## src/common/smc_ahb_pkg.sv

```systemverilog
//--------------------------------------------------------------------------
// Bus-side types for the static memory controller. Holds the AHB response
// code, transfer encodings and the request/response records passed
// between the AHB slave front end and the EMI sequencer.
//--------------------------------------------------------------------------

package smc_ahb_pkg;

  // AHB response, only the two codes an AHB-lite slave needs
  typedef enum logic [1:0] {
    OKAY  = 2'b00,
    ERROR = 2'b01
  } smc_hresp_e;

  // htrans encodings that start a transfer
  parameter logic [1:0] HTRANS_NONSEQ = 2'b10;
  parameter logic [1:0] HTRANS_SEQ    = 2'b11;

  // hsize encodings below word size
  parameter logic [2:0] HSIZE_BYTE = 3'b000;
  parameter logic [2:0] HSIZE_HALF = 3'b001;

  //--------------------------------------------------------------------------
  // Slave to sequencer
  //--------------------------------------------------------------------------
  typedef struct packed {
    logic        write;  // 1 = write cycle
    logic [31:0] addr;   // Word aligned, low ADDR_BITS meaningful
    logic [3:0]  n_be;   // Byte lanes, active low
    logic [31:0] wdata;  // Write data, held through data phase
  } smc_req_t;

  //--------------------------------------------------------------------------
  // Sequencer to slave
  //--------------------------------------------------------------------------
  typedef struct packed {
    logic        done;   // One cycle, in hold phase
    logic [31:0] rdata;  // Captured on last strobe cycle
  } smc_rsp_t;

endpackage

```

## src/common/smc_emi_pkg.sv

```systemverilog
//--------------------------------------------------------------------------
// Memory-side types. Timing record from the register block to the
// sequencer, the register word views and the APB register map.
//--------------------------------------------------------------------------

package smc_emi_pkg;

  parameter int SMC_PADDR_W = 5;  // APB offset width

  // Register map
  parameter logic [SMC_PADDR_W-1:0] SMC_REG_TIMING = 5'h00;
  parameter logic [SMC_PADDR_W-1:0] SMC_REG_CTRL   = 5'h04;
  parameter logic [SMC_PADDR_W-1:0] SMC_REG_STATUS = 5'h08;

  parameter logic SMC_ENABLE_RST = 1'b1;  // Controller enabled out of reset

  // Extra strobe cycles per access type
  typedef struct packed {
    logic [3:0] wr_ws;  // Bits [7:4]
    logic [3:0] rd_ws;  // Bits [3:0]
  } smc_timing_t;

  typedef struct packed {
    logic [23:0] rsvd;
    smc_timing_t timing;
  } smc_timing_view_t;

  // Single flag in bit 0, enable in CTRL and busy in STATUS
  typedef struct packed {
    logic [30:0] rsvd;
    logic        bit0;
  } smc_flag_view_t;

  typedef union packed {
    logic [31:0]      raw;   // APB data word
    smc_timing_view_t tim;
    smc_flag_view_t   flag;
  } smc_cfg_word_u;

endpackage

```

## src/rtl/ahb_slave/smc_ahb_slave.sv

```systemverilog
//--------------------------------------------------------------------------
// AHB-lite slave front end. Registers the address phase, builds byte
// enables, range checks the address and either starts one memory cycle
// or answers with a two-cycle ERROR. Stalls hready until the sequencer
// reports done.
//--------------------------------------------------------------------------

module smc_ahb_slave #(
  parameter int ADDR_BITS = 16
) (
  input  logic                    hclk,
  input  logic                    rst,
  input  logic                    hsel,
  input  logic [31:0]             haddr,
  input  logic [1:0]              htrans,
  input  logic                    hwrite,
  input  logic [2:0]              hsize,
  input  logic [31:0]             hwdata,
  input  logic                    hready,      // Muxed bus ready
  input  logic                    enable,      // From config block
  input  smc_ahb_pkg::smc_rsp_t   rsp,
  output logic [31:0]             smc_hrdata,
  output logic                    smc_hready,
  output smc_ahb_pkg::smc_hresp_e smc_hresp,
  output logic                    smc_valid,
  output smc_ahb_pkg::smc_req_t   req,
  output logic                    req_start
);

  import smc_ahb_pkg::*;

  typedef enum logic [1:0] {
    ST_IDLE,  // Ready, OKAY
    ST_WAIT,  // Memory cycle running
    ST_ERR1,  // First error cycle, hready low
    ST_ERR2   // Second error cycle, hready high
  } state_e;

  state_e      state_q;
  logic        accept;
  logic        addr_ok;
  logic [3:0]  n_be;
  logic        start_q;
  logic        write_q;
  logic [31:0] addr_q;
  logic [3:0]  n_be_q;
  logic [31:0] hrdata_q;

  assign accept = hsel && hready && (htrans == HTRANS_NONSEQ || htrans == HTRANS_SEQ);
  assign addr_ok = enable && (haddr[31:ADDR_BITS] == '0);  // In range and enabled

  // Little endian lane decode
  always_comb begin
    case (hsize)
      HSIZE_BYTE: n_be = ~(4'b0001 << haddr[1:0]);
      HSIZE_HALF: n_be = ~(4'b0011 << {haddr[1], 1'b0});
      default:    n_be = 4'b0000;  // Word
    endcase
  end

  //--------------------------------------------------------------------------
  // Data phase control
  //--------------------------------------------------------------------------
  always_ff @(posedge hclk) begin
    if (rst) begin
      state_q <= ST_IDLE;
      start_q <= 1'b0;
    end else begin
      start_q <= 1'b0;  // One cycle pulse
      case (state_q)
        ST_IDLE, ST_ERR2: begin
          state_q <= ST_IDLE;
          if (accept && addr_ok) begin
            state_q <= ST_WAIT;
            start_q <= 1'b1;
          end else if (accept) begin
            state_q <= ST_ERR1;  // No memory cycle
          end
        end
        ST_WAIT: begin
          if (rsp.done) begin
            state_q <= ST_IDLE;  // hready high after hold
          end
        end
        ST_ERR1: state_q <= ST_ERR2;
        default: state_q <= ST_IDLE;
      endcase
    end
  end

  // Address phase capture
  always_ff @(posedge hclk) begin
    if (accept && addr_ok) begin
      write_q <= hwrite;
      addr_q  <= {haddr[31:2], 2'b00};
      n_be_q  <= n_be;
    end
    if (rsp.done && !write_q) begin
      hrdata_q <= rsp.rdata;  // Presented in completing cycle
    end
  end

  assign req_start  = start_q;
  assign smc_valid  = start_q;    // Valid address acknowledged
  assign smc_hready = (state_q == ST_IDLE) || (state_q == ST_ERR2);
  assign smc_hresp  = (state_q == ST_ERR1 || state_q == ST_ERR2) ? ERROR : OKAY;
  assign smc_hrdata = hrdata_q;

  assign req.write = write_q;
  assign req.addr  = addr_q;
  assign req.n_be  = n_be_q;
  assign req.wdata = hwdata;      // Master holds hwdata while hready low

endmodule

```

## src/rtl/apb_cfg/smc_apb_cfg.sv

```systemverilog
//--------------------------------------------------------------------------
// APB register block. Holds read/write wait states and the enable bit,
// reports busy in a read-only status word. Zero wait states, prdata is
// combinational in the access phase.
//--------------------------------------------------------------------------

module smc_apb_cfg (
  input  logic                                hclk,
  input  logic                                rst,
  input  logic                                psel,
  input  logic                                penable,
  input  logic                                pwrite,
  input  logic [smc_emi_pkg::SMC_PADDR_W-1:0] paddr,
  input  logic [31:0]                         pwdata,
  input  logic                                busy,     // Live from sequencer
  output logic [31:0]                         prdata,
  output smc_emi_pkg::smc_timing_t            timing,
  output logic                                enable
);

  import smc_emi_pkg::*;

  smc_cfg_word_u wr_word;
  smc_cfg_word_u rd_word;
  smc_timing_t   timing_q;
  logic          enable_q;
  logic          wr_en;

  assign wr_word.raw = pwdata;
  assign wr_en = psel && penable && pwrite;  // Access phase write

  //--------------------------------------------------------------------------
  // Register writes
  //--------------------------------------------------------------------------
  always_ff @(posedge hclk) begin
    if (rst) begin
      timing_q <= '0;              // No extra wait states
      enable_q <= SMC_ENABLE_RST;
    end else if (wr_en) begin
      case (paddr)
        SMC_REG_TIMING: timing_q <= wr_word.tim.timing;
        SMC_REG_CTRL:   enable_q <= wr_word.flag.bit0;
        default:        ;           // Status and holes ignore writes
      endcase
    end
  end

  //--------------------------------------------------------------------------
  // Read mux
  //--------------------------------------------------------------------------
  always_comb begin
    rd_word.raw = '0;  // Unmapped reads zero
    case (paddr)
      SMC_REG_TIMING: rd_word.tim.timing = timing_q;
      SMC_REG_CTRL:   rd_word.flag.bit0  = enable_q;
      SMC_REG_STATUS: rd_word.flag.bit0  = busy;
      default:        rd_word.raw        = '0;
    endcase
  end

  // Drive bus only on a read select
  assign prdata = (psel && !pwrite) ? rd_word.raw : 32'h0;

  assign timing = timing_q;
  assign enable = enable_q;

endmodule

```

## src/rtl/emi_ctrl/smc_emi_ctrl.sv

```systemverilog
//--------------------------------------------------------------------------
// External memory sequencer for one asynchronous SRAM-style device.
// Setup phase coincides with req_start, then 1 + ws strobe cycles and one
// hold cycle. Wait states are snapshot at req_start, so timing writes
// during an access apply to the next one.
//--------------------------------------------------------------------------

module smc_emi_ctrl #(
  parameter int ADDR_BITS = 16
) (
  input  logic                     hclk,
  input  logic                     rst,
  input  smc_ahb_pkg::smc_req_t    req,
  input  logic                     req_start,
  input  smc_emi_pkg::smc_timing_t timing,
  input  logic [31:0]              data_smc,      // Read data from device
  output smc_ahb_pkg::smc_rsp_t    rsp,
  output logic                     busy,
  output logic [ADDR_BITS-1:0]     smc_addr,
  output logic [31:0]              smc_data,      // Write data to device
  output logic [3:0]               smc_n_be,
  output logic                     smc_n_cs,
  output logic [3:0]               smc_n_we,      // Per-byte write strobes
  output logic                     smc_n_wr,
  output logic                     smc_n_rd,
  output logic                     smc_n_ext_oe   // Write data driver enable
);

  typedef enum logic [1:0] {
    EMI_IDLE,
    EMI_STROBE,
    EMI_HOLD
  } emi_state_e;

  emi_state_e  state_q;
  logic [3:0]  ws_cnt_q;     // Remaining extra strobe cycles
  logic [3:0]  ws_sel;
  logic [31:0] rdata_q;
  logic        setup;
  logic        strobe;
  logic        hold;
  logic        active;
  logic        last_strobe;

  // Wait states for this access type
  assign ws_sel = req.write ? timing.wr_ws : timing.rd_ws;

  assign setup       = (state_q == EMI_IDLE) && req_start;
  assign strobe      = (state_q == EMI_STROBE);
  assign hold        = (state_q == EMI_HOLD);
  assign active      = setup || strobe || hold;  // Chip select window
  assign last_strobe = strobe && (ws_cnt_q == 4'd0);

  //--------------------------------------------------------------------------
  // Phase sequencing
  //--------------------------------------------------------------------------
  always_ff @(posedge hclk) begin
    if (rst) begin
      state_q  <= EMI_IDLE;
      ws_cnt_q <= 4'd0;
    end else begin
      case (state_q)
        EMI_IDLE: begin
          if (req_start) begin
            state_q  <= EMI_STROBE;
            ws_cnt_q <= ws_sel;  // Snapshot
          end
        end
        EMI_STROBE: begin
          if (ws_cnt_q == 4'd0) begin
            state_q <= EMI_HOLD;
          end else begin
            ws_cnt_q <= ws_cnt_q - 4'd1;
          end
        end
        EMI_HOLD: state_q <= EMI_IDLE;
        default:  state_q <= EMI_IDLE;
      endcase
    end
  end

  // Sample device at end of strobe
  always_ff @(posedge hclk) begin
    if (last_strobe && !req.write) begin
      rdata_q <= data_smc;
    end
  end

  //--------------------------------------------------------------------------
  // Device pins
  //--------------------------------------------------------------------------
  assign smc_addr     = req.addr[ADDR_BITS-1:0];
  assign smc_data     = req.wdata;
  assign smc_n_cs     = !active;
  assign smc_n_be     = active ? req.n_be : 4'hf;
  assign smc_n_rd     = !(strobe && !req.write);
  assign smc_n_wr     = !(strobe && req.write);
  assign smc_n_we     = (strobe && req.write) ? req.n_be : 4'hf;  // Lane strobes
  assign smc_n_ext_oe = !(active && req.write);  // Drive bus setup to hold

  assign rsp.done  = hold;
  assign rsp.rdata = rdata_q;
  assign busy      = active;

endmodule

```

## src/rtl/smc_veneer.sv

```systemverilog
//--------------------------------------------------------------------------
// Static memory controller top. Connects the AHB slave front end, the APB
// register block and the EMI sequencer, and sets the memory address width.
//--------------------------------------------------------------------------

module smc_veneer #(
  parameter int ADDR_BITS = 16  // External byte address width
) (
  input  logic                                hclk,
  input  logic                                rst,
  // AHB-lite slave
  input  logic                                hsel,
  input  logic [31:0]                         haddr,
  input  logic [1:0]                          htrans,
  input  logic                                hwrite,
  input  logic [2:0]                          hsize,
  input  logic [31:0]                         hwdata,
  input  logic                                hready,
  output logic [31:0]                         smc_hrdata,
  output logic                                smc_hready,
  output logic [1:0]                          smc_hresp,
  output logic                                smc_valid,
  // APB configuration
  input  logic                                psel,
  input  logic                                penable,
  input  logic                                pwrite,
  input  logic [smc_emi_pkg::SMC_PADDR_W-1:0] paddr,
  input  logic [31:0]                         pwdata,
  output logic [31:0]                         prdata,
  // External memory
  output logic [ADDR_BITS-1:0]                smc_addr,
  output logic [31:0]                         smc_data,
  input  logic [31:0]                         data_smc,
  output logic [3:0]                          smc_n_be,
  output logic                                smc_n_cs,
  output logic [3:0]                          smc_n_we,
  output logic                                smc_n_wr,
  output logic                                smc_n_rd,
  output logic                                smc_n_ext_oe,
  output logic                                smc_busy
);

  import smc_ahb_pkg::*;
  import smc_emi_pkg::*;

  smc_req_t    req;
  smc_rsp_t    rsp;
  logic        req_start;
  smc_timing_t timing;
  logic        enable;

  smc_ahb_slave #(
    .ADDR_BITS (ADDR_BITS)
  ) i_ahb_slave (
    .hclk       (hclk),
    .rst        (rst),
    .hsel       (hsel),
    .haddr      (haddr),
    .htrans     (htrans),
    .hwrite     (hwrite),
    .hsize      (hsize),
    .hwdata     (hwdata),
    .hready     (hready),
    .enable     (enable),
    .rsp        (rsp),
    .smc_hrdata (smc_hrdata),
    .smc_hready (smc_hready),
    .smc_hresp  (smc_hresp),
    .smc_valid  (smc_valid),
    .req        (req),
    .req_start  (req_start)
  );

  smc_apb_cfg i_apb_cfg (
    .hclk    (hclk),
    .rst     (rst),
    .psel    (psel),
    .penable (penable),
    .pwrite  (pwrite),
    .paddr   (paddr),
    .pwdata  (pwdata),
    .busy    (smc_busy),
    .prdata  (prdata),
    .timing  (timing),
    .enable  (enable)
  );

  smc_emi_ctrl #(
    .ADDR_BITS (ADDR_BITS)
  ) i_emi_ctrl (
    .hclk         (hclk),
    .rst          (rst),
    .req          (req),
    .req_start    (req_start),
    .timing       (timing),
    .data_smc     (data_smc),
    .rsp          (rsp),
    .busy         (smc_busy),
    .smc_addr     (smc_addr),
    .smc_data     (smc_data),
    .smc_n_be     (smc_n_be),
    .smc_n_cs     (smc_n_cs),
    .smc_n_we     (smc_n_we),
    .smc_n_wr     (smc_n_wr),
    .smc_n_rd     (smc_n_rd),
    .smc_n_ext_oe (smc_n_ext_oe)
  );

endmodule

```

## config.mk

```make
export PLATFORM = sky130hd
export DESIGN_NAME = smc_veneer
export DESIGN_NICKNAME = d
export VERILOG_FILES = /design/src/common/smc_ahb_pkg.sv /design/src/common/smc_emi_pkg.sv /design/src/rtl/ahb_slave/smc_ahb_slave.sv /design/src/rtl/apb_cfg/smc_apb_cfg.sv /design/src/rtl/emi_ctrl/smc_emi_ctrl.sv /design/src/rtl/smc_veneer.sv
export SDC_FILE = /design/constraint.sdc
export NUM_CORES = 1
export LEC_CHECK = 0
export BUFFER_PORTS_ARGS = -buffer_cell sky130_fd_sc_hd__clkbuf_2
export CAP_MARGIN = 20
export CORE_MARGIN = 1.5
export CORE_UTILIZATION = 30
export CTS_BUF_LIST = sky130_fd_sc_hd__clkbuf_8 sky130_fd_sc_hd__clkbuf_16
export CTS_CLUSTER_SIZE = 10
export DETAILED_ROUTE_END_ITERATION = 6
export SLEW_MARGIN = 20
export SYNTH_ARGS = -nofsm -noshare
export SYNTH_HDL_FRONTEND = slang
export SYNTH_SLANG_ARGS = --single-unit
```

## constraint.sdc

```tcl
create_clock -name hclk -period 7.75 [get_ports hclk]
set_clock_uncertainty 0.15 [all_clocks]
set_input_delay 1.1625 -clock hclk [delete_from_list [all_inputs] [get_ports hclk]]
set_output_delay 1.1625 -clock hclk [all_outputs]
set_load 0.005 [all_outputs]
```

; ---- After elaboration in Yosys (flattened, before gate mapping)
; Cells that the tools add are included.
[totals]
regBits = 101
in_bits = 146
out_inout_bits = 129
elab_cells = 89
[classes]
addsub = 1
n_eq_ne = 14
shifts = 2
n_mux = 19
n_bitwise = 3
reduce_logical = 38
[op_table]
columns = op, count
row1 = $mux W4, 5
row2 = $logic_not A16 Y1, 1
row3 = $pmux W4 S2, 2
row4 = $logic_and A1 B1 Y1, 14
row5 = $eq A2 B2 Y1 const B, 5
row6 = $mux W2, 5
row7 = $mux W8, 1
row8 = $not A4 Y4, 2
row9 = $mux W7, 1
row10 = $logic_not A1 Y1, 6
row11 = $ne A2 B2 Y1 const B, 3
row12 = $pmux W2 S3, 1
row13 = $reduce_and A2 Y1, 3
row14 = $eq A5 B3 Y1 const B, 1
row15 = $eq A5 B4 Y1 const B, 1
row16 = $logic_not A5 Y1, 1
row17 = $logic_or A1 B1 Y1, 5
row18 = $eq A2 B1 Y1 const B, 2
row19 = $logic_not A2 Y1, 2
row20 = $logic_not A4 Y1, 1
row21 = $pmux W2 S2, 1
row22 = $reduce_or A2 Y1, 2
row23 = $shl A1 B2 Y4 const A, 1
row24 = $shl A2 B2 Y4 const A, 1
row25 = other kinds (9), 10

; ---- Logic depth before layout (Yosys ltp)
[depth]
ltp_word = 6
depth_mapped = 6
mapped_depth_nobuf = 6

; ---- Hierarchy
; Synthesis repeated with hierarchy kept, for this count alone.
[unflattened]
cells_unflattened = 366
area_unflattened_um2 = 5084.9
[modules_own_cells]
columns = module, instances, cells_each, area_each_um2, seq_area_each_um2
row1 = smc_ahb_slave, 1, 147, 2625.0, 2072.0
row2 = smc_emi_ctrl, 1, 139, 1794.2, 1081.0
row3 = smc_apb_cfg, 1, 80, 665.6, 180.2

; ---- Worst setup path before layout
; Ideal clock, no wire load.
[synth_path]
kind = input to output
from = in paddr[4] (netlist name)
to = out prdata[1]
t_arrival_ns = 2.332
required_ns = 6.438
setup_slack_ns = 4.106
stages = 3
n_path_buf = 0
path_cell_list = or4b_4 > nor4_1 > and2_1
[synth_via]
elab_chain_cells = 3
[synth_lines]
columns = item, line
row1 = "start, declared", smc_veneer.sv:27  ; input logic [smc_emi_pkg::SMC_PADDR_W-1:0] paddr,
row2 = $logic_not A5 Y1, smc_apb_cfg.sv:53  ; case (paddr)
row3 = $mux W7, smc_apb_cfg.sv:53
row4 = $mux W8, smc_apb_cfg.sv:62  ; assign prdata = (psel && !pwrite) ? rd_word.raw : 32'h0;
row5 = "end, declared", smc_veneer.sv:29  ; output logic [31:0] prdata,
; Every way passes these cells.

; ---- Final worst setup path
[layout_path]
from = in paddr[4] (netlist name)
to = out prdata[7]
; Same word-level chain as after synthesis.

==> results_dict.tcl <==
set metrics [dict create \
    finalSetupViolCount 0 \
    cts.reportedPaths.clkPinSlew_ns 0.07 \
    worst_pin_slew_ns 0.963 \
    yosysSeqAreaShare 0.695 \
    routed-via-count 2494 \
    syn_area_per_cell_sq_um 14.4 \
    seqPwrFrac 0.544 \
    finalHoldViolCount 0 \
    run_status "finished clean" \
    p_leak_nw 2.04 \
    grt_pass1_vias 2335 \
    rsz0062_at_grt "false" \
    fp.dieArea_sq_mm 0.0144 \
    final_max_slew_viol_count 0 \
    num_antenna_cells 0 \
    combPwrFrac 0.032 \
    cts_tree "built" \
    synth_cell_types 40 \
    ir_drop_mv 0.0986 \
    critPathArrivalTime_ns 2.76 \
    hpwl_um 5870 \
    hp-class "flop to flop" \
    cp_max_fo 7 \
    finalWorstSetupSlack_ns 3.68 \
    period_share 0.526 \
    yosys.area.top_type "edfxtp_1" \
    setup_tns_ns 0 \
    port_buffers 158 \
    syn_area_sq_mm 0.00411 \
    synth_edf_count 83 \
    syn_to_final_growth_pct 23.7 \
    slew_headroom 0.357 \
    gp_congestion 0.706 \
    whs_ns 0.263 \
    die_y_um 120 \
    required_ns 6.44 \
    synth_common_cells "edfxtp_1, buf_4, nor2_1" \
    crit_type "input port to output port" \
    grt_overflow 0 \
    grt_max_degree 33 \
    grt_pass1_wl_um 11800 \
    core_area_sq_mm 0.0133 \
    die_width_um 120 \
    io_pins 275 \
    cts_buffers 9 \
    ant_nets 0 \
    layout-drive-gt1-share 0.442 \
    hold_buffers 0 \
    antenna_found_initial 0 \
    drc 0 \
    dp_cells 583 \
    utilization 0.382 \
    fin_crit_ns 4.07 \
    ys_seq_elements 101 \
    cts.sinks 101 \
    fmax_mhz 245 \
    yosys_warnings 0 \
    powerDensity_mw_per_mm2 211 \
    drv_cap 0 \
    wire_per_inst_um 13.1 \
    synthFlopType "edfxtp_1" \
    p_clk_frac 0.424 \
    fin_total_pwr_mw 1.07 \
    finalInstanceArea_sq_mm 0.00508 \
    htreeDepth 3 \
    drt_wl_total_um 7860 \
    stdcell_count 599 \
    cts_root_buf "clkbuf_16" \
    clkLatencyLatePin_ns 0.34 \
    synthTopCellsByArea "edfxtp_1, buf_4, dfxtp_1" \
    async_reset_ff_frac 0 \
    ctsResizeCount 0 \
    clockBufferDepth 2 \
    grt_use_total 0.109 \
    yosysMostFrequentCell "edfxtp_1" \
    p_switching_mw 0.215 \
    place_ws_ns 3.64 \
    swShare 0.201 \
    post_cts_buffers 0 \
    vias_per_cell 4.16 \
    post-synth-top-area-fraction 0.607 \
    cp-end-kind "output port" \
    synth_cells 286 \
    first_pass_iters 4 \
    p_int_mw 0.857 \
    initial_core_util 0.309 \
    placed_area_sq_mm 0.00477 \
    critPathLaunchType "input port" \
    drt_iter0_markers 83 \
    rows 42 \
    nets 569 \
]
flip-flops by register name (all words and copies together) (netlist names):
name	flops
i_ahb_slave.smc_hrdata	32
i_emi_ctrl.rdata_q	32
i_ahb_slave.addr_q	14
i_apb_cfg.timing	8
i_ahb_slave.n_be_q	4
i_emi_ctrl.ws_cnt_q	4
i_ahb_slave.state_q	2
i_emi_ctrl.state_q	2
i_ahb_slave.req_start	1
i_ahb_slave.write_q	1
i_apb_cfg.enable	1
worst max-delay path: stages:
cell      delay (ns)
clkbuf_2        0.08
or4b_4          0.56
nor4_1          0.61
and2_1          0.23
clkbuf_2        0.11
final cells by class:
class / instances / area [sq um]
clock buffers: 9 / 225
clock inverters: 7 / 80.1
fillers: 1302 / 8220
inverters: 8 / 30.0
multi-input cells: 140 / 881
flip-flops and latches: 101 / 2850
well taps: 176 / 220
repair buffers: 158 / 791
kinds of logic after synthesis:
| family | count (synthesis) | synth area share |
|---|---|---|
| AND/OR/NAND/NOR | 74 | 0.100 |
| buffers and inverters | 71 | 0.119 |
| flip-flops | 101 | 0.695 |
| other | 1 | 0.000913 |
| multiplexers | 15 | 0.0372 |
| adder cells (fa/ha/maj) | 5 | 0.0152 |
| AO/OA/AOI/OAI | 19 | 0.0329 |
power groups by stage:
stage	Combinational, mW	Sequential, mW	Clock [mW]
final	0.0343	0.583	0.455
after global routing	0.0389	0.583	0.491
after CTS	0.0346	0.583	0.471
after detailed placement	0.0343	0.595	0
after global placement	0.0332	0.595	0
after floorplan	0.0330	0.595	0
path summary, 6_finish.rpt:
| kind | startpoint | endpoint | slack, ns | depth (start not counted) |
|---|---|---|---|---|
| worst max-delay path | paddr[4] | prdata[7] | 3.68 | 5 |
| worst max register to register | i_apb_cfg.enable$_SDFFE_PP1P_ | i_ahb_slave.addr_q[12]$_DFFE_PP_ | 5.32 | 4 |
| worst min register to register | i_emi_ctrl.rdata_q[7]$_DFFE_PP_ | i_ahb_slave.smc_hrdata[7]$_DFFE_PP_ | 0.26 | 0 |
| worst min-delay path | i_emi_ctrl.rdata_q[7]$_DFFE_PP_ | i_ahb_slave.smc_hrdata[7]$_DFFE_PP_ | 0.26 | 0 |
cells in the final DEF (no fill, tap or decap), types with 3 or more instances in the layout:
cell type	synthesis	final
a21oi_1	4	4
and2_1	7	7
clkbuf_16	0	9
clkbuf_2	0	158
conb_1	1	27
dfxtp_1	18	18
edfxtp_1	83	83
ha_1	5	5
inv_1	8	8
inv_6	0	3
mux2i_1	13	13
nand2_1	3	3
nand2b_1	8	8
nor2_1	26	23
nor3_1	7	7
nor4_1	4	4
or2_2	7	7
routing by layer:
metal,GRT usage,wire [um],share of wire
met1,0.132,3300,0.42
met2,0.169,3650,0.46
met3,0.0461,693,0.088
met4,0.0513,217,0.028
met5,0,0,0
(Power assumes the default switching activity.)
